**src/rtl/vec_group_counter.sv**
```systemverilog
`timescale 1ns/10ps

module vec_group_counter (
    input  logic        clk,
    input  logic        reset_n,
    input  logic        start,
    input  logic [1:0]  lmul,     // Group size is 1 << lmul
    output logic [2:0]  count,
    output logic        last,
    output logic        running
);

    logic [2:0] last_idx;

    assign last_idx = 3'((4'd1 << lmul) - 4'd1);
    assign last     = running && (count == last_idx);

    always_ff @(posedge clk or negedge reset_n) begin
        if (!reset_n) begin
            count   <= '0;
            running <= 1'b0;
        end
        else if (start) begin
            count   <= '0;
            running <= 1'b1;
        end
        else if (running) begin
            if (last) begin
                running <= 1'b0;  // Count holds at the last index
            end
            else begin
                count <= count + 3'd1;
            end
        end
    end

    // lmul comes from the latched command and must not change mid-group
    a_count_in_group: assert property (
        @(posedge clk) disable iff (!reset_n) running |-> (count <= last_idx)
    ) else $error("vec_group_counter: count %0d beyond group end %0d", count, last_idx);

endmodule

```
**config.mk**
```make
export PLATFORM = sky130hd
export DESIGN_NAME = vec_group_counter
export DESIGN_NICKNAME = d
export VERILOG_FILES = /design/src/rtl/vec_group_counter.sv
export SDC_FILE = /design/constraint.sdc
export NUM_CORES = 1
export LEC_CHECK = 0
export ABC_AREA = 1
export BUFFER_PORTS_ARGS = -buffer_cell sky130_fd_sc_hd__buf_2
export CAP_MARGIN = 20
export CORE_AREA = 2 2 39 41
export DETAILED_ROUTE_END_ITERATION = 7
export DIE_AREA = 0 0 41 43
export GPL_TIMING_DRIVEN = 0
export MAX_ROUTING_LAYER = met4
export PLACE_DENSITY = 0.5
export SLEW_MARGIN = 40
export SYNTH_ARGS = -nofsm -noshare
export SYNTH_HDL_FRONTEND = slang
export SYNTH_SLANG_ARGS = --single-unit
```
**constraint.sdc**
```tcl
create_clock -name clk -period 2.9 [get_ports clk]
set_clock_uncertainty 0.05 [all_clocks]
set_input_delay 0.435 -clock clk [delete_from_list [all_inputs] [get_ports clk]]
set_output_delay 0.435 -clock clk [all_outputs]
set_load 0.005 [all_outputs]
```
# Word level (Yosys, flattened, before mapping)
# Index checks and enable logic that the tools add are counted.
# word_totals
ramBits	0
reg_bits	4
latch_bits	0
mem_count	0
romBits	0
# op_classes
reduce_logical	3
mux	6
n_addsub	2
eq_ne	2
n_div	0
bitwise_logic	0
shifts	1
order_cmp	0
n_mul	0
# op_table
cell	count
3-bit 2-to-1 mux	3
3-bit by 1-bit adder with 3-bit output (second input constant)	1
3-bit == test	1
1-bit 2-to-1 mux	3
1-bit by 2-bit << shifter with 3-bit output (first input constant)	1
3-bit by 1-bit subtractor with 3-bit output (second input constant)	1
2-bit inequality test (second input constant)	1
2-bit AND reduction	1
2-bit nonzero test	1
1-bit logical AND	1

# Logic depth before layout (Yosys ltp)
# logic_depth
depth_word	7
ltp_mapped	7

# Worst setup path before layout
# OpenSTA, ideal clock, no wires.
# synth_path
path_kind	input to output
start	input port lmul[1]
end	output port last
arrival_time_ns	0.918
required_ns	2.415
setup_slack_ns	1.497
stages	3
cell_sequence	o21ai_0 nand4_2 nor2_1
# synth_between
elab_chain_len	4
# synth_rtl
element	line_no	source
start, declared	7	input logic [1:0] lmul,
1-bit by 2-bit << shifter with 3-bit output	15	assign last_idx = 3'((4'd1 << lmul) - 4'd1);
3-bit by 1-bit subtractor with 3-bit output	15	
3-bit == test	16	assign last = running && (count == last_idx);
1-bit logical AND	16	
end, declared	9	output logic last,
# No other way between the ends.

# Final worst setup path
# layout_path
start	register count[0]
end	output port last
# layout_between
elab_chain_len	2
# layout_rtl
element	line_no	source
start, declared	8	output logic [2:0] count,
start signal, assigned	32	count <= count + 3'd1;
3-bit == test	16	
1-bit logical AND	16	
# No other way between the ends.

==> metrics <==
Lkg Pwr=0.210 nW; Final Max Slew Viols=0; via count=271; Final Wtd Congestion=0.646; H-tree Lvls=1; Fmax=580 MHz; Clk Latency, worst-skew pair=0.23 ns; Synth Cell Area=255 um2; Resized cells post-CTS=0; final cycle utilization of the critical path=0.595; die area=1760 um2; CTS Buf Count=3; Post-Synth XOR/XNOR Area=0.0343; Die Wd=41 um; Remaining DRCs=0; Sink Count=4; gr ovfl total=0; largest family of logic cells by synthesized area=simple AND/OR/NAND/NOR gates; clk root buf=clkbuf_4; crit path launch type=flip-flop; drt first pass iters=3; fin nets=56; initial core utilization=0.184; vias in the first global route=266; fraction of the mapped netlist area in adder cells=0.0490; Max-slew headroom=0.867; Top Ports=10; CTS Hold Bufs=1; WP data required=2.41 ns; area delta synth->final=38.2%; Detailed Place HPWL=456 um; Ys Warns=0; Row Count=14; drt first-iter violations=1; post-synth top area share=0.392; routed len/inst=9.48 um; post-layout min period=1.72 ns; CP Class=flip-flop to output pin; Die Ht=43 um; Mapped Cells=35; Routed WL=607 um; largest cells by area after synthesis=dfrtp_1, nand2_1, inv_1, nand3_1, nand4_1; unrepaired setup endpoints after global routing=false; layout cells sized above 1=0.292; Compound-Gate Fraction of Synth Area=0.0196; Synth Area in Simple Gates=0.417; Final ANT Viol Nets=0; Max rail drop VDD=236 uV; port bufs=9; Post-CTS Repair Setup Buffers=0; Critical Path AT=1.24 ns; pin count of the biggest net entering global routing=8; Mapped Avg Cell Area=7.29 um2; Pwr per Cell Area=798 nW/um2; Seq/Total Area, Yosys=0.392; TritonCTS clock tree=yes; setup violators final=0; diode count=0; first-pass GRT wire length=1.02 mm; Critical Path End Type=output pin; setup_tns=0 ns; mux contribution to synthesized area=0; class of the worst hold path=input port to flip-flop; CTS max path bufs=2; status=completed; post-synthesis net count=41; Yosys reg bits=4; Reg clk slew, reported paths=0.04 ns; core area=1380 um2; Worst-Margin Slew=0.197 ns; Overall Global Routing Usage=0.0866; Max FO, Critical Path=5; area leader, netlist=dfrtp_1; vias per std cell=4.23; Max Cap Violations=0; Hold Vio Cnt, Final=0; Final Util=0.255; Synth cell types=11; initial antenna violation count=0
==> Yosys cell counts, drive strengths merged <==
library cell,number
nor2,2
nand2,12
dfrtp,4
nand4,4
o21ai,1
nand3,4
ha,1
xor2,1
inv,6
==> cell families (layout without fill, tap and decap cells) <==
logic type                 after synthesis  after routing
adders and majority gates                1              1
AOI/OAI and AO/OA                        1              1
xor gates and xnor gates                 1              1
and+or+nand+nor                         22             22
DFF                                      4              4
buffers and inverters                    6             19
==> layout make-up <==
cell class              count  area [um2]
well taps                  16        20.0
flip-flops and latches      4         100
inverters                   6        22.5
repair buffers             10        55.1
fillers                   161        1030
multi-input cells          25         133
clock buffers               3        22.5
==> where the power goes <==
group / internal [mW] / leakage, nW / switching [mW]
clock network: 0.0463 / 0.0138 / 0.0225
logic: 0.0496 / 0.146 / 0.0610
registers: 0.0755 / 0.0495 / 0.0266
total: 0.171 / 0.210 / 0.110
==> cells in the final DEF, fill, tap and decap left out <==
cell	n
nand4_1	3
nand2_2	1
o21ai_0	1
clkbuf_4	3
nand2_1	11
ha_1	1
nand3_1	4
nand4_2	1
dlygate4sd3_1	1
xor2_1	1
inv_1	6
dfrtp_1	4
buf_2	9
nor2_1	2
==> layer usage <==
layer  wire length [um]  track usage
met4                  0       0.0600
met3                 42       0.0157
met2                256        0.109
met5                  0            -
met1                308        0.120
==> worst max-delay path, cell delays in order, from the launching register on <==
cell,delay (ns)
dfrtp_1,0.40
inv_1,0.08
o21ai_0,0.10
nand4_2,0.20
nor2_1,0.12
buf_2,0.12
==> registers in the layout, summed over array words and instances (netlist names) <==
register,cells
count,3
running,1
==> path summary, 6_finish.rpt <==
path | from | end | slack, ns | cells past startpoint
worst min-delay path | start | running$_DFF_PN0_ | 0.44 | 3
worst max register to register | count[0]$_DFFE_PN0P_ | count[2]$_DFFE_PN0P_ | 1.73 | 6
worst max-delay path | count[0]$_DFFE_PN0P_ | last | 1.18 | 5
min in group asynchronous | reset_n | running$_DFF_PN0_ | 0.49 | 2
max in group asynchronous | reset_n | count[1]$_DFFE_PN0P_ | 2.19 | 2
worst min register to register | count[0]$_DFFE_PN0P_ | count[0]$_DFFE_PN0P_ | 0.53 | 2
==> metrics by stage <==
step	instances	instance area (um2)	total power, mW	setup WS [ns]	hold WS [ns]
after floorplan	35	255	0.167	1.50	0.0894
after global routing	64	353	0.309	1.02	0.483
after detailed placement	60	320	0.213	1.18	0.200
final	64	353	0.281	1.18	0.442
after global placement	60	320	0.210	1.22	0.199
after CTS	64	353	0.288	1.14	0.434
(Power assumes the default switching activity.)
