[config.mk]
export PLATFORM = sky130hd
export DESIGN_NAME = vec_regbank_flat
export DESIGN_NICKNAME = d
export VERILOG_FILES = /design/src/rtl/vec_rf_if.sv /design/src/rtl/vec_regbank.sv /design/src/flat_wrapper.sv
export VERILOG_INCLUDE_DIRS = /design/src /design/src/rtl
export SDC_FILE = /design/constraint.sdc
export NUM_CORES = 2
export LEC_CHECK = 0
export BUFFER_PORTS_ARGS = -buffer_cell sky130_fd_sc_hd__buf_4
export CAP_MARGIN = 20
export CORE_ASPECT_RATIO = 0.75
export CORE_MARGIN = 2
export CORE_UTILIZATION = 55
export CTS_CLUSTER_SIZE = 24
export DETAILED_ROUTE_END_ITERATION = 7
export HOLD_SLACK_MARGIN = 0.06
export PLACE_DENSITY = 0.72
export SLEW_MARGIN = 10
export SYNTH_ARGS = -nofsm -noshare
export SYNTH_HDL_FRONTEND = slang
export SYNTH_SLANG_ARGS = --single-unit
[constraint.sdc]
create_clock -name clk -period 2.2 [get_ports clk]
set_input_delay 0.22 -clock clk [delete_from_list [all_inputs] [get_ports clk]]
set_output_delay 0.22 -clock clk [all_outputs]
set_load 0.01 [all_outputs]
[src/rtl/vec_macros.svh]
`ifndef VEC_MACROS_SVH
`define VEC_MACROS_SVH

// Width of one vector register in bits
`define VEC_VLEN 64

// Same width counted in bytes, one write enable per byte
`define VEC_VLENB 8

// Architectural vector registers v0 to v31
`define VEC_NREGS 32

// Host command word, decoded through vec_pkg::vec_cmd_u
`define VEC_CMD_W 24

`endif

[src/rtl/vec_rf_if.sv]
`timescale 1ns/10ps
`include "vec_macros.svh"

interface vec_rf_if;

    // Read addresses, driven by the issue FSM
    logic [4:0]              vs1_addr;
    logic [4:0]              vs2_addr;
    logic [4:0]              rd_addr;    // Old destination contents, or host readback when idle

    // Read data, driven by the bank
    logic [`VEC_VLEN-1:0]    vs1_data;
    logic [`VEC_VLEN-1:0]    vs2_data;
    logic [`VEC_VLEN-1:0]    rd_data;
    logic [`VEC_VLEN-1:0]    v0_mask;

    // Single write port, a zero wr_be means no write
    logic [4:0]              wr_addr;
    logic [`VEC_VLENB-1:0]   wr_be;
    logic [`VEC_VLEN-1:0]    wr_data;

    modport bank (
        input  vs1_addr, vs2_addr, rd_addr,
        input  wr_addr, wr_be, wr_data,
        output vs1_data, vs2_data, rd_data, v0_mask
    );

    modport ctrl (
        output vs1_addr, vs2_addr, rd_addr,
        output wr_addr, wr_be, wr_data
    );

    modport alu (
        input  vs1_data, vs2_data, rd_data, v0_mask
    );

endinterface

[src/rtl/vec_regbank.sv]
`timescale 1ns/10ps
`include "vec_macros.svh"

module vec_regbank (
    input  logic      clk,
    input  logic      reset_n,
    vec_rf_if.bank    rf
);

    logic [`VEC_NREGS-1:0][`VEC_VLEN-1:0] regs;

    // All read ports are combinational
    assign rf.vs1_data = regs[rf.vs1_addr];
    assign rf.vs2_data = regs[rf.vs2_addr];
    assign rf.rd_data  = regs[rf.rd_addr];

    // Register 0 doubles as the element mask
    assign rf.v0_mask  = regs[0];

    always_ff @(posedge clk or negedge reset_n) begin
        if (!reset_n) begin
            regs <= '0;
        end
        else begin
            // Only bytes with their enable set are touched, the rest keep old data
            for (int i = 0; i < `VEC_VLENB; i++) begin
                if (rf.wr_be[i]) begin
                    regs[rf.wr_addr][8*i +: 8] <= rf.wr_data[8*i +: 8];
                end
            end
        end
    end

    // An unknown enable would corrupt bytes without a traceable write
    a_wr_be_known: assert property (
        @(posedge clk) disable iff (!reset_n) !$isunknown(rf.wr_be)
    ) else $error("vec_regbank: write byte enables are unknown");

endmodule

[src/flat_wrapper.sv]
// flat-port wrapper written by rule: the top's interface ports become plain ports
module vec_regbank_flat 
  (clk, reset_n, rf_vs1_addr, rf_vs2_addr, rf_rd_addr, rf_wr_addr, rf_wr_be, rf_wr_data, rf_vs1_data, rf_vs2_data, rf_rd_data, rf_v0_mask);
  vec_rf_if rf_i ();
  input  logic clk;
  input  logic reset_n;
  input wire logic [$bits(rf_i.vs1_addr)-1:0] rf_vs1_addr;
  input wire logic [$bits(rf_i.vs2_addr)-1:0] rf_vs2_addr;
  input wire logic [$bits(rf_i.rd_addr)-1:0] rf_rd_addr;
  input wire logic [$bits(rf_i.wr_addr)-1:0] rf_wr_addr;
  input wire logic [$bits(rf_i.wr_be)-1:0] rf_wr_be;
  input wire logic [$bits(rf_i.wr_data)-1:0] rf_wr_data;
  output wire logic [$bits(rf_i.vs1_data)-1:0] rf_vs1_data;
  output wire logic [$bits(rf_i.vs2_data)-1:0] rf_vs2_data;
  output wire logic [$bits(rf_i.rd_data)-1:0] rf_rd_data;
  output wire logic [$bits(rf_i.v0_mask)-1:0] rf_v0_mask;
  assign rf_i.vs1_addr = rf_vs1_addr;
  assign rf_i.vs2_addr = rf_vs2_addr;
  assign rf_i.rd_addr = rf_rd_addr;
  assign rf_i.wr_addr = rf_wr_addr;
  assign rf_i.wr_be = rf_wr_be;
  assign rf_i.wr_data = rf_wr_data;
  assign rf_vs1_data = rf_i.vs1_data;
  assign rf_vs2_data = rf_i.vs2_data;
  assign rf_rd_data = rf_i.rd_data;
  assign rf_v0_mask = rf_i.v0_mask;
  vec_regbank u_core (.clk(clk), .reset_n(reset_n), .rf(rf_i));
endmodule
# Yosys cells after proc, flatten, opt, wreduce, memory -nomap -nowiden
# Cells that the tools add are included.
[word_totals] word_cells=76 in_bits=94 output_inout_bits=256 regBits=2048 mem_bits_ro=0 ram_bits=0 n_memories=0 latchBits=0
[op_classes] shifts=0 eq_ne=0 mul=0 reduce_logical=1 div=0 add_sub_neg=0 bitwise=0 n_mux=38 magnitude_cmp=5
[ops] cell="bitwise mux 2048 bit" count=8
[ops] cell="2-to-1 mux 2048 bit" count=8
[ops] cell="demux 64 bit (select 5 bit)" count=8
[ops] cell="binary-select mux 64 bit (select 5 bit)" count=3
[ops] cell="2-to-1 mux 64 bit" count=4
[ops] cell="2-to-1 mux 56 bit" count=1
[ops] cell="2-to-1 mux 48 bit" count=1
[ops] cell="2-to-1 mux 40 bit" count=1
[ops] cell="2-to-1 mux 32 bit" count=1
[ops] cell="< comparator 5 x 6 -> 1 bit, second input constant" count=4
[ops] cell="2-to-1 mux 24 bit" count=1
[ops] cell="2-to-1 mux 16 bit" count=1
[ops] cell="2-to-1 mux 8 bit" count=1
[ops] cell=">= comparator 5 x 1 -> 1 bit, second input constant" count=1
[ops] cell="logical AND 1 bit" count=1

# Longest topological paths before layout
[depth] depth_word=20 ltp_mapped=9 depth_no_buf=4

# Worst setup path after synthesis
# No wires, ideal clock.
[synth_timing] path_type="input port to output port" start="in rf_rd_addr[0]" end="out rf_rd_data[26]" path_buffers=4 stages=7 slack_ns=0.133 arrival_time_ns=1.847 required_time_ns=1.980 path_cell_list="clkbuf_1 -> buf_4 -> buf_2 -> buf_2 -> mux4_2 -> a22oi_1 -> nand4_1"
[synth_between] elab_chain_cells=2
[synth_rtl] item="start, declared" line="flat_wrapper.sv:9" source="input wire logic [$bits(rf_i.rd_addr)-1:0] rf_rd_addr;"
[synth_rtl] item="binary-select mux 64 bit (select 5 bit)" line="vec_regbank.sv:15" source="assign rf.rd_data = regs[rf.rd_addr];"
[synth_rtl] item="2-to-1 mux 64 bit (not written as such)" line="vec_regbank.sv:15"
[synth_rtl] item="end, declared" line="flat_wrapper.sv:15" source="output wire logic [$bits(rf_i.rd_data)-1:0] rf_rd_data;"
# No other way between the ends. The select of a mux whose other input is x is not followed.

# Worst setup path in the final report
[layout_timing] start="reg u_core.regs[464] (netlist bit)" end="out rf_vs1_data[16]"
[layout_between] elab_chain_cells=2
[layout_rtl] item="start, declared" line="vec_regbank.sv:10" source="logic [`VEC_NREGS-1:0][`VEC_VLEN-1:0] regs;"
[layout_rtl] item="start signal, assigned by index" line="vec_regbank.sv:28" source="regs[rf.wr_addr][8*i +: 8] <= rf.wr_data[8*i +: 8];"
[layout_rtl] item="binary-select mux 64 bit (select 5 bit)" line="vec_regbank.sv:13" source="assign rf.vs1_data = regs[rf.vs1_addr];"
[layout_rtl] item="2-to-1 mux 64 bit (not written as such)" line="vec_regbank.sv:13"
[layout_rtl] item="end, declared" line="flat_wrapper.sv:13" source="output wire logic [$bits(rf_i.vs1_data)-1:0] rf_vs1_data;"
# No other way between the ends. The select of a mux whose other input is x is not followed.

==> flow_summary.rst <==
.. list-table::
   :header-rows: 1

   * - Metric
     - Value
   * - Share of synthesized flip-flops with an asynchronous set or reset
     - between 90% and 100%
   * - Worst-case clock skew
     - 0 ps
   * - CP arrival
     - ~3000 ps
   * - Library cell contributing the largest single delay on the critical path
     - sky130_fd_sc_hd__nand4_1
   * - Detailed-routing iteration count for the pre-antenna-repair pass
     - 7
   * - Floorplan Core Area
     - about 230000 sq um
   * - Slew headroom
     - 21.6%
   * - Status
     - finished, violations left
   * - Via count of the routed design
     - 106k
   * - Syn nets
     - around 9.5k
   * - Maximum number of pins on one net before global-route repair
     - about 110
   * - Startpoint of the worst hold path
     - rf_wr_be[6]
   * - Overall Global Routing Usage
     - 49.6%
   * - Max-Cap Viols
     - 0
   * - Most common flop cell mapped by yosys
     - sky130_fd_sc_hd__dfrtp_1
   * - Number of top-level pins
     - between 300 and 400
   * - Floorplan die area
     - between 200000 and 250000 sq um
   * - Minimum setup slack among reg-to-reg paths
     - ~770 ps
   * - Die span in y
     - ~420 um
   * - Shortest clock period the worst path allows after layout
     - about 3200 ps
   * - Data required, critical path
     - around 2000 ps
   * - Die Span X
     - between 500 and 600 um
   * - Clock slew at the register clock pins of the worst setup and hold paths
     - 70 ps
   * - Number of enable flip-flop cells after synthesis
     - 0
   * - Cell Count, Final, Fillers Out
     - ~14k
   * - Crit start category
     - flip-flop
   * - Violations in the final reports
     - design-rule violations, negative setup slack
   * - Hold violation total from the final report
     - 0
   * - R2R Path Start
     - u_core.regs[191]
   * - Critical path cell sequence
     - mux4_2 > a22oi_2 > nand4_1 > buf_4
   * - Wire length reported by the detailed router
     - around 600000 um
   * - Clk sinks
     - around 2k
   * - Initial standard-cell utilization of the core
     - roughly 56%
   * - Leakage power
     - about 70 nW
   * - Share of cells above drive strength 1
     - between 50 and 60%
   * - Dpl cells
     - approximately 13k
   * - Number of routed nets with antenna violations
     - 0
   * - Antenna violations before repair
     - 42
   * - 1st-iter DRT viols
     - around 18k
   * - Worst Setup SP
     - u_core.regs[464]
   * - Total number of nets in the final design
     - roughly 11k
   * - Number of cells traversed by the worst hold path
     - 4
   * - Count of pins over their slew limit
     - 0
   * - Part of the Yosys area used for sequential elements
     - between 40% and 50%
   * - Distinct cells, synth
     - 46
   * - CTS tree
     - yes
   * - Class of the most critical hold timing path
     - in -> reg
   * - Highest clock frequency the design can meet
     - between 300 and 400 MHz
   * - Maximum fanout along the worst path
     - 4
   * - Tightest hold margin
     - roughly 100 ps
   * - Actual transition at the worst max-transition pin
     - between 1000 and 1500 ps
   * - Unrepaired setup endpoints after global routing
     - true
   * - # DRC
     - 7
   * - First-pass GRT wire length
     - a little over 800000 um
   * - Delay contributed by the slowest stage of the critical path
     - approximately 500 ps
   * - Hold path endpoint
     - u_core.rf.v0_mask[53]
   * - Placement row count
     - between 150 and 200
   * - Post-route worst setup slack
     - -976 ps
   * - Critical path start-end classification
     - reg -> out
   * - Clock latency at the later pin of the worst-skew pair
     - ~900 ps
   * - Average size of a mapped cell
     - about 13 sq um
   * - Detailed-route vias per instance
     - between 7 and 8
   * - Yosys reg bits
     - 2048
   * - Maximum buffer depth of the clock tree
     - 4
   * - H-tree depth
     - 4
   * - Share of the cycle needed by the critical path after routing
     - 144%
   * - Area overhead of the layout relative to synthesis
     - 24.3%
   * - FF-to-FF path depth
     - 2
   * - Grt ovf
     - 0
   * - Finish-stage setup viols
     - 192
   * - Number of buffers created by CTS
     - 220
   * - Wire per inst
     - 42.1 um
   * - Post-DP HPWL
     - a little over 400000 um
   * - Worst reg2reg endpoint
     - u_core.regs[191]
   * - Critical Path Sink Type
     - output port
   * - Library cell used as clock root buffer
     - sky130_fd_sc_hd__clkbuf_16
   * - Peak supply drop
     - 0.810 mV
   * - Number of buffers inserted by port buffering
     - approximately 350
   * - Power density over the cells
     - around 830 nW/um^2
   * - Yosys warning total
     - 0
   * - Area of the mapped netlist
     - 126000 sq um
   * - Post-Syn Instances
     - between 9k and 10k
   * - Number of global-route vias before repair
     - around 100k
   * - Final weighted congestion in routability-driven placement
     - approximately 1.0
[report_power, final]
part	leakage (nW)	total (W)	internal, W	switching (W)
combinational	40.5	0.0366	0.0199	0.0167
clock	3.64	0.0392	0.0223	0.0169
sequential	26.1	0.0536	0.0451	0.00852
[cell type report]
type	instances	area, sq um
Multi-Input combinational cell	6473	72400
Fill cell	15700	70300
Sequential cell	2048	51300
Timing Repair Buffer	1965	21400
Clock buffer	302	6280
Tap cell	2983	3730
Clock inverter	84	1070
Antenna cell	35	87.6
[metal layers]
layer	global-route usage (%)	part of all wire, %	wire (um)
met5	0	0.041	242
met4	34.7	8.5	49800
met3	24.3	16	96200
met2	64.7	39	229000
met1	63.8	36	210000
[stage by stage]
| step | instance area (sq um) | setup TNS (ps) | util, % | setup slack (ps) | total power (W) |
|---|---|---|---|---|---|
| after floorplan | 126000 | 0 | - | 133 | 0.0721 |
| after global placement | 144000 | -29070 | 63.7 | -734 | 0.0849 |
| after detailed placement | 144000 | -31400 | 63.7 | -707 | 0.0864 |
| final | 156000 | -98430 | 69.0 | -976 | 0.129 |
| after CTS | 155000 | -96150 | 68.6 | -867 | 0.127 |
| after global routing | 156000 | -101680 | 69.0 | -922 | 0.133 |
[registers in the layout (all words and copies together) (netlist names)]
register / cells
u_core.regs: 1984
u_core.rf.v0_mask: 64
[cells in the mapped netlist (all sizes together) (7+ instances only)]
cell	number	share of area (%)
dfrtp	2048	41
mux2i	1394	11
mux4	844	15
nand3	342	1.4
and2	22	0.11
nand4	168	0.84
clkbuf	466	1.4
buf	450	1.9
a31oi	25	0.12
nand2	369	1.6
nor2	63	0.40
a22oi	954	5.7
a32oi	10	0.070
mux2	2049	18
a22o	28	0.20
nor2b	46	0.23
nand2b	7	0.035
a21oi	108	0.43
[how the worst max path moves through the flow]
stage,to,cells after the start
CTS,rf_rd_data[16],4
global placement,rf_vs1_data[8],9
finish,rf_vs1_data[16],4
floorplan,rf_rd_data[26],7
global route,rf_rd_data[16],4
detailed placement,rf_vs1_data[8],9
[worst max-delay path: cells and delay by family (launching register included)]
family / cells / cell delay [ps]
buffers and inverters: 1 / 350
AND/OR/NAND/NOR: 1 / 500
AO/OA/AOI/OAI: 1 / 200
flip-flops: 1 / 460
multiplexers: 1 / 490
[cell families (layout without fill, tap and decap cells)]
group | after synthesis | in the layout | share of synthesized area [%]
mux | 4287 | 4287 | 44.6
flops | 2048 | 2048 | 40.8
compound gates | 1135 | 1135 | 6.58
simple gates | 1051 | 1051 | 4.78
buf+inv | 916 | 2351 | 3.30
other cells | 0 | 35 | 0
[timing repair]
action / in CTS / in global routing
endpoints found under the hold margin: 4041 / 0
hold buffers: 72 / 0
setup buffers: 177 / 52
gates resized for setup: 340 / 116
endpoints found under the setup margin: 192 / 192
pin swaps: 423 / 120
[cells in the final DEF (no fill, tap or decap), drive strengths merged, types with 2 or more instances in the layout]
master       netlist  routed
a22o              28      28
nor3b              2       2
a22oi            954     954
or3                3       3
and2              22      22
or2                6       6
nand2            369     369
a211oi             2       2
and3b              5       5
mux2            2049    2049
clkbuf           466     302
nand3b             3       3
clkinvlp           0       2
buf              450    1893
nor2              63      63
o22a               4       4
nand2b             7       7
bufinv             0      21
a21oi            108     108
a32oi             10      10
and3               6       6
nor2b             46      46
o221ai             4       4
diode              0      35
nand3            342     342
nor3               4       4
inv                0       6
or3b               3       3
mux4             844     844
clkinv             0      55
nand4            168     168
dfrtp           2048    2048
dlygate4sd3        0      72
a31oi             25      25
mux2i           1394    1394
Note: power is estimated with default switching activity, not from simulation.
