**src/rtl/vec_macros.svh**
```systemverilog
`ifndef VEC_MACROS_SVH
`define VEC_MACROS_SVH

// Width of one vector register in bits
`define VEC_VLEN 64

// Same width counted in bytes, one write enable per byte
`define VEC_VLENB 8

// Architectural vector registers v0 to v31
`define VEC_NREGS 32

// Host command word, decoded through vec_pkg::vec_cmd_u
`define VEC_CMD_W 24

`endif

```
**src/rtl/vec_pkg.sv**
```systemverilog
package vec_pkg;

    // Elementwise integer operations of the slice
    typedef enum logic [2:0] {
        OP_ADD  = 3'd0,
        OP_SUB  = 3'd1,  // vs2 - op1
        OP_RSUB = 3'd2,  // op1 - vs2
        OP_AND  = 3'd3,
        OP_OR   = 3'd4,
        OP_XOR  = 3'd5,
        OP_MINU = 3'd6,
        OP_MAXU = 3'd7
    } vec_op_e;

    // One command word seen in two ways, selected by fmt (0 = vv, 1 = vi)
    // sew codes 0/1/2 give 8/16/32 bit elements, lmul codes 0..3 give 1/2/4/8 registers
    typedef union packed {
        struct packed {
            vec_op_e     op;
            logic        vm;     // Set means unmasked
            logic        fmt;
            logic [1:0]  sew;
            logic [1:0]  lmul;
            logic [4:0]  vd;
            logic [4:0]  vs2;
            logic [4:0]  vs1;
        } vv;
        struct packed {
            vec_op_e            op;
            logic               vm;
            logic               fmt;
            logic [1:0]         sew;
            logic [1:0]         lmul;
            logic [4:0]         vd;
            logic [4:0]         vs2;
            logic signed [4:0]  simm5;  // Sign-extended to the element width
        } vi;
    } vec_cmd_u;

endpackage

```
**src/rtl/vec_rf_if.sv**
```systemverilog
`timescale 1ns/10ps
`include "vec_macros.svh"

interface vec_rf_if;

    // Read addresses, driven by the issue FSM
    logic [4:0]              vs1_addr;
    logic [4:0]              vs2_addr;
    logic [4:0]              rd_addr;    // Old destination contents, or host readback when idle

    // Read data, driven by the bank
    logic [`VEC_VLEN-1:0]    vs1_data;
    logic [`VEC_VLEN-1:0]    vs2_data;
    logic [`VEC_VLEN-1:0]    rd_data;
    logic [`VEC_VLEN-1:0]    v0_mask;

    // Single write port, a zero wr_be means no write
    logic [4:0]              wr_addr;
    logic [`VEC_VLENB-1:0]   wr_be;
    logic [`VEC_VLEN-1:0]    wr_data;

    modport bank (
        input  vs1_addr, vs2_addr, rd_addr,
        input  wr_addr, wr_be, wr_data,
        output vs1_data, vs2_data, rd_data, v0_mask
    );

    modport ctrl (
        output vs1_addr, vs2_addr, rd_addr,
        output wr_addr, wr_be, wr_data
    );

    modport alu (
        input  vs1_data, vs2_data, rd_data, v0_mask
    );

endinterface

```
**src/rtl/vec_issue_fsm.sv**
```systemverilog
`timescale 1ns/10ps
`include "vec_macros.svh"

module vec_issue_fsm (
    input  logic                    clk,
    input  logic                    reset_n,
    input  logic                    cmd_valid,
    input  logic [`VEC_CMD_W-1:0]   cmd_word,
    input  logic                    ld_en,
    input  logic [4:0]              ld_addr,
    input  logic [`VEC_VLEN-1:0]    ld_data,
    input  logic [4:0]              rd_addr_in,
    vec_rf_if.ctrl                  rf,
    input  logic [`VEC_VLEN-1:0]    res_data,
    input  logic [`VEC_VLENB-1:0]   res_be,
    input  logic                    res_valid,
    output logic                    cnt_start,
    input  logic                    cnt_last,
    input  logic [2:0]              count,
    output logic                    issue,
    output vec_pkg::vec_cmd_u       cmd,
    output logic                    busy,
    output logic                    done,
    output logic                    err
);

    localparam logic [1:0] ST_IDLE   = 2'd0;
    localparam logic [1:0] ST_RUN    = 2'd1;
    localparam logic [1:0] ST_DRAIN  = 2'd2;  // Last result still in the ALU register
    localparam logic [1:0] ST_FINISH = 2'd3;

    logic [1:0]         state;
    logic [2:0]         cnt_d;      // Group index of the result now leaving the ALU
    vec_pkg::vec_cmd_u  cmd_in;
    logic [4:0]         align_mask;
    logic               aligned;
    logic               legal;

    // Legality is checked on the raw word before anything is latched
    assign cmd_in     = cmd_word;
    assign align_mask = 5'((4'd1 << cmd_in.vv.lmul) - 4'd1);
    assign aligned    = ((cmd_in.vv.vd & align_mask) == 5'd0) &&
                        ((cmd_in.vv.vs2 & align_mask) == 5'd0) &&
                        (cmd_in.vv.fmt || ((cmd_in.vv.vs1 & align_mask) == 5'd0));
    assign legal      = aligned && (cmd_in.vv.sew != 2'd3);
    assign cnt_start  = (state == ST_IDLE) && cmd_valid && legal;

    assign issue = (state == ST_RUN);
    assign busy  = (state != ST_IDLE);
    assign done  = (state == ST_FINISH);

    always_ff @(posedge clk or negedge reset_n) begin
        if (!reset_n) begin
            state <= ST_IDLE;
            cmd   <= '0;
            cnt_d <= '0;
            err   <= 1'b0;
        end
        else begin
            cnt_d <= count;
            err   <= (state == ST_IDLE) && cmd_valid && !legal;  // Rejected commands leave busy low
            case (state)
                ST_IDLE: begin
                    if (cnt_start) begin
                        cmd   <= cmd_in;
                        state <= ST_RUN;
                    end
                end
                ST_RUN: begin
                    if (cnt_last) begin
                        state <= ST_DRAIN;
                    end
                end
                ST_DRAIN:  state <= ST_FINISH;
                default:   state <= ST_IDLE;
            endcase
        end
    end

    // Group register k of every operand is read in run cycle k
    assign rf.vs1_addr = 5'(cmd.vv.vs1 + {2'b00, count});
    assign rf.vs2_addr = 5'(cmd.vv.vs2 + {2'b00, count});
    assign rf.rd_addr  = (state == ST_RUN) ? 5'(cmd.vv.vd + {2'b00, count}) : rd_addr_in;

    always_comb begin
        rf.wr_addr = ld_addr;
        rf.wr_be   = '0;
        rf.wr_data = ld_data;
        if (state == ST_IDLE) begin
            if (ld_en) begin
                rf.wr_be = '1;  // Host loads replace the whole register
            end
        end
        else if (res_valid) begin
            rf.wr_addr = 5'(cmd.vv.vd + {2'b00, cnt_d});
            rf.wr_be   = res_be;
            rf.wr_data = res_data;
        end
    end

    // err only follows an idle cycle, done only ends a sequence
    a_done_err_exclusive: assert property (
        @(posedge clk) disable iff (!reset_n) !(done && err)
    ) else $error("vec_issue_fsm: done and err raised together");

endmodule

```
**src/flat_wrapper.sv**
```systemverilog
// flat-port wrapper written by rule: the top's interface ports become plain ports
module vec_issue_fsm_flat 
  (clk, reset_n, cmd_valid, cmd_word, ld_en, ld_addr, ld_data, rd_addr_in, res_data, res_be, res_valid, cnt_start, cnt_last, count, issue, cmd, busy, done, err, rf_vs1_addr, rf_vs2_addr, rf_rd_addr, rf_wr_addr, rf_wr_be, rf_wr_data);
  vec_rf_if rf_i ();
  input  logic clk;
  input  logic reset_n;
  input  logic cmd_valid;
  input  logic [`VEC_CMD_W-1:0] cmd_word;
  input  logic ld_en;
  input  logic [4:0] ld_addr;
  input  logic [`VEC_VLEN-1:0] ld_data;
  input  logic [4:0] rd_addr_in;
  input  logic [`VEC_VLEN-1:0] res_data;
  input  logic [`VEC_VLENB-1:0] res_be;
  input  logic res_valid;
  output logic cnt_start;
  input  logic cnt_last;
  input  logic [2:0] count;
  output logic issue;
  output vec_pkg::vec_cmd_u cmd;
  output logic busy;
  output logic done;
  output logic err;
  output wire logic [$bits(rf_i.vs1_addr)-1:0] rf_vs1_addr;
  output wire logic [$bits(rf_i.vs2_addr)-1:0] rf_vs2_addr;
  output wire logic [$bits(rf_i.rd_addr)-1:0] rf_rd_addr;
  output wire logic [$bits(rf_i.wr_addr)-1:0] rf_wr_addr;
  output wire logic [$bits(rf_i.wr_be)-1:0] rf_wr_be;
  output wire logic [$bits(rf_i.wr_data)-1:0] rf_wr_data;
  assign rf_vs1_addr = rf_i.vs1_addr;
  assign rf_vs2_addr = rf_i.vs2_addr;
  assign rf_rd_addr = rf_i.rd_addr;
  assign rf_wr_addr = rf_i.wr_addr;
  assign rf_wr_be = rf_i.wr_be;
  assign rf_wr_data = rf_i.wr_data;
  vec_issue_fsm u_core (.clk(clk), .reset_n(reset_n), .cmd_valid(cmd_valid), .cmd_word(cmd_word), .ld_en(ld_en), .ld_addr(ld_addr), .ld_data(ld_data), .rd_addr_in(rd_addr_in), .rf(rf_i), .res_data(res_data), .res_be(res_be), .res_valid(res_valid), .cnt_start(cnt_start), .cnt_last(cnt_last), .count(count), .issue(issue), .cmd(cmd), .busy(busy), .done(done), .err(err));
endmodule
```
**config.mk**
```make
export PLATFORM = sky130hd
export DESIGN_NAME = vec_issue_fsm_flat
export DESIGN_NICKNAME = d
export VERILOG_FILES = /design/src/rtl/vec_pkg.sv /design/src/rtl/vec_rf_if.sv /design/src/rtl/vec_issue_fsm.sv /design/src/flat_wrapper.sv
export VERILOG_INCLUDE_DIRS = /design/src /design/src/rtl
export SDC_FILE = /design/constraint.sdc
export NUM_CORES = 1
export LEC_CHECK = 0
export ABC_CLOCK_PERIOD_IN_PS = 2600
export BUFFER_PORTS_ARGS = -buffer_cell sky130_fd_sc_hd__buf_2
export CORE_AREA = 2 2 117 119
export CTS_BUF_LIST = sky130_fd_sc_hd__clkbuf_4 sky130_fd_sc_hd__clkbuf_8
export CTS_CLUSTER_DIAMETER = 150
export DETAILED_ROUTE_END_ITERATION = 16
export DIE_AREA = 0 0 119 121
export HOLD_SLACK_MARGIN = 0.15
export SLEW_MARGIN = 20
export SYNTH_ARGS = -nofsm -noshare
export SYNTH_HDL_FRONTEND = slang
export SYNTH_SLANG_ARGS = --single-unit
```
**constraint.sdc**
```tcl
create_clock -name clk -period 2.6 [get_ports clk]
set_clock_uncertainty 0.15 [all_clocks]
set_input_delay 0.65 -clock clk [delete_from_list [all_inputs] [get_ports clk]]
set_output_delay 0.65 -clock clk [all_outputs]
set_load 0.01 [all_outputs]
```
======== Word-level counts from Yosys, hierarchy flattened ========
Index checks and enable logic that the tools add are counted.
operators by class
  add/subtract/negate cells ............... 5
  eq/ne operators ......................... 6
  shift-type cells ........................ 1
  mux-type cells .......................... 11
  bitwise gates (word level) .............. 3
  reductions and logical operators ........ 15
operator list
  cell                                                  count
  2-to-1 mux 64 bit                                     2
  2-to-1 mux 8 bit                                      3
  adder 5 x 3 -> 5 bit                                  4
  AND 5 bit                                             3
  zero test 5 bit                                       3
  2-to-1 mux 5 bit                                      3
  logical AND 1 bit                                     6
  inequality test 2 bit (second input constant)         3
  one-hot mux 2 bit (3 select lines)                    1
  left shift 1 x 2 -> 5 bit (first input constant)      1
  subtractor 5 x 1 -> 5 bit (second input constant)     1
  equality test 2 bit (second input constant)           2
  2-to-1 mux 2 bit                                      2
  AND reduction 2 bit                                   2
  equality test 2 x 1 -> 1 bit (second input constant)  1
  zero test 2 bit                                       1
  nonzero test 2 bit                                    1
  zero test 1 bit                                       1
  logical OR 1 bit                                      1
word-level totals
  flip-flop bits (word level) ............. 30
  input port bits ......................... 179
  output and inout bits ................... 121
  logic and storage cells ................. 45

======== Longest topological paths before layout ========
Gate-level depths: netlist of run 1.
  depth after elaboration ................. 10
  mapped depth ............................ 7

======== Worst setup path before layout of run 1 ========
OpenSTA, ideal clock, no wires.
  path kind ............................... input -> output
  start point ............................. input port count[0]
  end point ............................... output port rf_rd_addr[4]
  data arrival time ....................... 1800 ps
  data required time ...................... 1800 ps
  slack ................................... 0 ps
  cell stages on the path ................. 7
  path buffers ............................ 0
  cell sequence ........................... ha_1 inv_1 fa_1 nor2b_1 o21ai_0 xor2_1 a21oi_1
between the ends
  word-level cells in the longest chain between the ends .. 2
RTL lines
  element               line                 source
  start, declared       flat_wrapper.sv:18   input logic [2:0] count;
  adder 5 x 3 -> 5 bit  vec_issue_fsm.sv:83  assign rf.rd_addr = (state == ST_RUN) ? 5'(cmd.vv.vd + {2'b00, count}) : rd_addr_in;
  2-to-1 mux 5 bit      vec_issue_fsm.sv:83
  end, declared         flat_wrapper.sv:26   output wire logic [$bits(rf_i.rd_addr)-1:0] rf_rd_addr;
No other way between the ends.

======== Worst setup path after layout of run 1 ========
  start point ............................. input port count[1]
  end point ............................... output port rf_rd_addr[4]
Same word-level chain as after synthesis.

==> impl_metrics.csv, run 1 <==
group,metric,value,unit
run_status,status,"finished, violations left",
run_status,failed_checks,"setup timing",
drt,drt_iter0_markers,146,
layout,mostFrequentLayoutCell,"buf_2",
clock_tree,cts_tree,"yes",
power,p_per_area,953,nW/um2
sta,timing.final.crit_share,102,%
clock_tree,clock_latency,0.28,ns
sta,worstMarginPinSlew,0.683,ns
clock_tree,cts_buffers,5,
drt,avgRoutedWirePerCell,15.3,um
power,share_comb_of_total_power,74.0,%
layout,drive_above_1_share,57.5,%
floorplanning,die_area,14400,um2
logic_synthesis,yosys_register_bits,30,
floorplanning,dieWidth,119,um
setup_path,cp-startpoint,"count[1]",
power,p_sw,2.20,mW
placement,portBuffers,299,
power,max-vdd-ir-drop,0.547,mV
setup_path,cp_top_family,"adder cells",
sta,fin_ws,-0.0561,ns
drt,routed.top_layer,"met5",
layout,final_cell_mix,"294 x buf_2, 203 x nand2_1, 28 x dfrtp_1",
drt,wl_met3,942,um
layout,nNetsFinal,907,
drt,drc,0,
setup_path,crit_chain,"buf_8 > clkinvlp_4 > fa_2 > nor2b_1 > o21ai_1 > xor2_1 > a21oi_2 > buf_2",
logic_synthesis,yosysWarnings,0,
worst_hold_path,hp-class,"input pin to asynchronous set/reset pin",
power,p_leak,3.06,nW
sta,rsz0062_at_grt,"yes",
layout,fin_cells,885,
clock_tree,cts_sinks,30,
clock_tree,cts_htree_levels,2,
floorplanning,rows,42,
sta,period_needed,2.66,ns
power,p_seq_share,17.9,%
clock_tree,clk_pin_slew_worst_paths,0.07,ns
setup_path,crit_slowest_cell,"fa_2",
logic_synthesis,syn_inst,379,
sta,setup_viol,4,
sta,drv_slew,0,
drt,drt_wl_total,13.5,mm
floorplanning,start_util,20.5,%
logic_synthesis,seq_area_frac_synth,27.9,%
flow_run,drv_cap,0,
setup_path,max_stage_delay,0.40,ns
grt,grt_max_degree,31,
logic_synthesis,synthesis.nets,579,
floorplanning,core,13100,um2
clock_tree,cts_root_buf,"clkbuf_8",
grt,grt_overflow,0,
placement,detailed_place_hpwl,10.7,mm
layout,nFillCells,1343,
logic_synthesis,ys_types,26,
sta,max_freq,376,MHz
floorplanning,io_pins,300,
grt,grt_pass1_vias,3496,
setup_path,crit_type,"input pin to output pin",
layout,synthToLayoutAreaGrowth,91.4,%
sta,max-slew-margin-rel,54.5,%
logic_synthesis,synth_top_cell_by_area,"nand2_1",
drt,vias_per_cell,4.17,
setup_path,crit_path_start_kind,"input pin",
drt,wl_met2,6.49,mm
clock_tree,clk_path_buf_depth,2,
logic_synthesis,synth.area.top_cells,"nand2_1 28%, dfrtp_1 28%, mux2_2 10%",
grt,grt_usage,17.1,%
sta,hold_ws,0.252,ns
grt,grt_pass1_wl,19.2,mm
setup_path,cp_data_required_time,1.80,ns
setup_path,timing.rr.start,"u_core.state[0]",
setup_path,end_kind,"output pin",
power,p_int,2.70,mW
grt,antenna_found_initial,1,
power,p_sw_share,44.9,%
sta,hold_viol,0,
placement,routabilityCongestion,0.855,
drt,drt_pre_antenna_iters,4,
logic_synthesis,synth_top_area_share,28.5,%
setup_path,cp_max_fo,3,
logic_synthesis,synthesis.area,2690,um2
drt,met1_length,5.84,mm
setup_path,cp_num_buf_inv,3,
floorplanning,die_h,121,um
setup_path,worstPathArrival,1.86,ns
power,power_frac_clock,8.1,%
placement,placedCellCount,860,
drt,postRouteAntennaNets,0,
logic_synthesis,syn_area_per_cell,7.09,um2
drt,vias,3693,
==> per-stage QoR <==
step | setup TNS [ns] | setup WS (ns) | cell area, um2 | util (%) | total power [mW]
floorplan | 0 | 0.0423 | 2690 | - | 2.50
CTS | -0.292 | -0.0951 | 4940 | 37.8 | 4.76
global placement | -0.784 | -0.219 | 4580 | 35.0 | 3.99
detailed placement | -0.831 | -0.221 | 4580 | 35.0 | 4.00
finish | -0.184 | -0.0561 | 5150 | 39.3 | 4.90
global route | -0.567 | -0.159 | 5140 | 39.3 | 5.31
==> cell usage after synthesis <==
cell	count
a21oi_1	7
inv_1	17
ha_1	17
o32a_1	1
nor3_1	1
and2_1	2
nor4_4	1
o211ai_1	1
xor2_1	4
buf_2	2
xnor2_1	8
mux2i_1	1
nor2_1	2
mux2_4	1
o2bb2ai_2	1
nor2b_1	6
o311ai_2	1
buf_4	1
nand2_1	204
fa_1	4
mux2_2	24
dfrtp_1	30
a22o_1	1
a21o_1	13
clkbuf_1	17
o21ai_0	12
==> sequential cells by signal (all words and copies together) (netlist names) <==
signal	cells
u_core.state	2
u_core.cnt_d	3
u_core.cmd	24
u_core.err	1
==> worst reg2reg max path, stage by stage (launching register included) <==
cell and delay (ns):
dfrtp_1 0.39, inv_2 0.09, ha_4 0.17, buf_4 0.11
nand2_1 0.09, nor4_4 0.34, buf_4 0.29, o2bb2ai_2 0.12
mux2_4 0.30
==> final cells by class <==
type	instances	area, um2	area share, %
clock inverter	2	12.5	0.243
inverter	17	67.6	1.31
clock buffer	6	82.6	1.60
sequential	30	753	14.6
antenna	1	2.50	0.0486
timing repair buffer	341	2070	40.2
multi-input combinational	312	1940	37.7
tap	176	220	4.28
==> power groups by stage <==
stage / sequential [mW] / clock [mW] / combinational, mW
final: 0.880 / 0.397 / 3.63
after global routing: 0.917 / 0.433 / 3.96
after detailed placement: 0.855 / 0 / 3.14
after floorplan: 0.925 / 0 / 1.58
after global placement: 0.855 / 0 / 3.14
after CTS: 0.868 / 0.411 / 3.48
==> worst paths after layout <==
check,to,slack [ns],depth (start not counted)
max,rf_rd_addr[4],-0.06,8
min,u_core.cmd[0],0.25,1
max reg2reg,u_core.state[1],0.44,8
min reg2reg,u_core.cmd[17],0.36,1
max in group asynchronous,u_core.cmd[10],1.57,1
min in group clk,u_core.cmd[17],0.36,1
==> cells by family after synthesis <==
| family | after synthesis | synth area share, % |
|---|---|---|
| simple gates | 216 | 31.6 |
| compound gates | 37 | 9.31 |
| buf+inv | 37 | 5.40 |
| flops | 30 | 27.9 |
| mux | 26 | 11.0 |
| fa+ha+maj | 21 | 10.9 |
| xor+xnor | 12 | 3.91 |
==> repair_timing <==
item                       in CTS  in global routing
setup endpoints to repair      84                 49
cloned                          3                  3
pin swaps                      13                 16
setup buffers                   7                  4
hold buffers                    0                  0
resized for setup              37                 20
==> layer usage <==
| layer | track usage (%) | up-vias |
|---|---|---|
| li1 | - | 1861 |
| met5 | 0 | - |
| met4 | 4.54 | 2 |
| met1 | 22.1 | 1654 |
| met2 | 28.4 | 158 |
| met3 | 4.09 | 18 |
Power figures use the tool's default switching activity.
==> inputs of run 2 (changes only) <==
--- a/config.mk
+++ b/config.mk
@@ -14,6 +14,7 @@
 export DETAILED_ROUTE_END_ITERATION = 16
 export DIE_AREA = 0 0 119 121
 export HOLD_SLACK_MARGIN = 0.15
+export PLACE_DENSITY_LB_ADDON = 0.3
 export SLEW_MARGIN = 20
 export SYNTH_ARGS = -nofsm -noshare
 export SYNTH_HDL_FRONTEND = slang
==> impl_metrics.csv, run 2 (synthesis results as in run 1) <==
group,metric,value,unit
run_status,status,"finished, violations left",
run_status,failed_checks,"setup timing",
sta,drv_slew,0,
grt,grt_usage,19.1,%
setup_path,cp_max_fo,4,
setup_path,cp-startpoint,"u_core.cmd[10]",
drt,drt_iter0_markers,138,
power,p_leak,3.00,nW
placement,place_area,4530,um2
drt,vias,3663,
clock_tree,clock_latency,0.29,ns
clock_tree,clk_path_buf_depth,2,
floorplanning,io_pins,300,
placement,detailed_place_hpwl,12.1,mm
floorplanning,start_util,20.5,%
layout,final_cell_area,5000,um2
clock_tree,cts_sinks,30,
setup_path,timing.rr.start,"u_core.state[1]",
drt,drc,0,
worst_hold_path,hp-class,"input pin to asynchronous set/reset pin",
layout,final_util,38.2,%
drt,vias_per_cell,4.17,
placement,portBuffers,299,
placement,routabilityCongestion,0.796,
sta,setup_viol,7,
layout,top_register,"u_core.cmd",
setup_path,reg2reg_depth,8,
floorplanning,die_h,121,um
sta,timing.final.crit_share,106,%
layout,largest_reg_flops,24,
setup_path,crit_path_start_kind,"flop",
floorplanning,rows,42,
setup_path,r2r_end,"u_core.state[1]",
sta,rsz0062_at_grt,"yes",
drt,drt_pre_antenna_iters,4,
flow_run,drv_cap,0,
floorplanning,dieWidth,119,um
setup_path,crit_type,"flop to output pin",
setup_path,r2r_slack,0.35,ns
layout,final_cell_mix,"295 x buf_2, 203 x nand2_1, 28 x dfrtp_1",
power,max-vdd-ir-drop,0.601,mV
grt,antenna_found_initial,6,
setup_path,cp_data_required_time,1.80,ns
clock_tree,cts_htree_levels,2,
clock_tree,cts_hold_buf,0,
sta,max-slew-margin-rel,53.2,%
drt,drt_wl_total,14.5,mm
layout,nFillCells,1432,
clock_tree,cts_tree,"yes",
setup_path,worstPathArrival,1.95,ns
sta,worstMarginPinSlew,0.701,ns
grt,grt_pass1_wl,21.0,mm
layout,nNetsFinal,898,
clock_tree,cts_root_buf,"clkbuf_8",
setup_path,end_kind,"output pin",
sta,max_freq,364,MHz
sta,fin_ws,-0.151,ns
layout,synthToLayoutAreaGrowth,85.9,%
drt,avgRoutedWirePerCell,16.5,um
power,p_per_area,962,nW/um2
grt,grt_max_degree,51,
floorplanning,die_area,14400,um2
clock_tree,clk_pin_slew_worst_paths,0.06,ns
floorplanning,core,13100,um2
grt,grt_pass1_vias,3631,
placement,pre_cts_slack,-0.285,ns
layout,reg_top3,"u_core.cmd: 24 flops, u_core.cnt_d: 3 flops, u_core.state: 2 flops",
drt,postRouteAntennaNets,0,
sta,hold_viol,0,
layout,drive_above_1_share,57.5,%
sta,period_needed,2.75,ns
layout,mostFrequentLayoutCell,"buf_2",
grt,grt_overflow,0,
clock_tree,cts_buffers,5,
==> run 2: cell types whose count changed in the layout (fill, tap and decap cells not counted), sizes merged <==
cell	before	now
diode	1	3
clkinvlp	2	0
clkbuf	9	7
bufbuf	0	1
inv	16	17
buf	338	331
==> run 2: cell type report <==
type	count	area (um2)	share of cell area (%)
repair buffers	332	1880	37.6
inverters	17	66.3	1.33
clock inverters	1	5.00	0.100
well taps	176	220	4.41
clock buffers	7	90.1	1.80
diodes	3	7.51	0.150
flip-flops and latches	30	753	15.1
multi-input cells	312	1980	39.6
==> run 2: worst max-delay path by stage <==
| stage | to | slack, ns |
|---|---|---|
| 2_1_floorplan | rf_rd_addr[4] | 0.04 |
| 3_3_place_gp | rf_rd_addr[4] | -0.26 |
| 3_5_place_dp | rf_rd_addr[4] | -0.28 |
| 4_1_cts | rf_wr_addr[4] | -0.17 |
| 5_1_grt | rf_wr_addr[4] | -0.24 |
| 6_report | rf_rd_addr[4] | -0.15 |
==> run 2: what timing repair did <==
action	4_1_cts	5_1_grt
setup buffers	6	4
gates resized for setup	45	18
cloned	2	0
pin swaps	17	26
setup endpoints to repair	86	46
hold endpoints to repair	0	0
==> run 2: layer usage <==
layer  global-route usage, %  part of all wire [%]
met2                    34.6                    50
met4                    4.32                   1.3
met5                       0                  0.19
met3                    5.22                   7.8
met1                    22.5                    40
==> run 2: through the flow <==
stage                     setup TNS, ns  cells  hold slack, ns  total power, mW
after floorplan                       0    379           0.204             2.50
after global placement            -1.07    855           0.339             3.97
after detailed placement          -1.18    855           0.340             3.97
after CTS                        -0.657    871           0.272             4.73
after global routing              -1.34    878           0.296             5.21
final                            -0.562    878           0.252             4.81
==> run 2: critical path, cell delays in order, from the launching register on <==
cell	delay (ns)
dfrtp_2	0.43
ha_4	0.16
inv_2	0.03
fa_2	0.36
nor2b_1	0.12
o21ai_1	0.08
xor2_1	0.18
a21oi_2	0.14
buf_2	0.15
==> run 2: where the power goes <==
part | switching [mW] | internal (mW) | total, mW
clock network | 0.185 | 0.224 | 0.409
registers | 0.203 | 0.676 | 0.879
logic | 1.83 | 1.69 | 3.52
total | 2.21 | 2.59 | 4.81
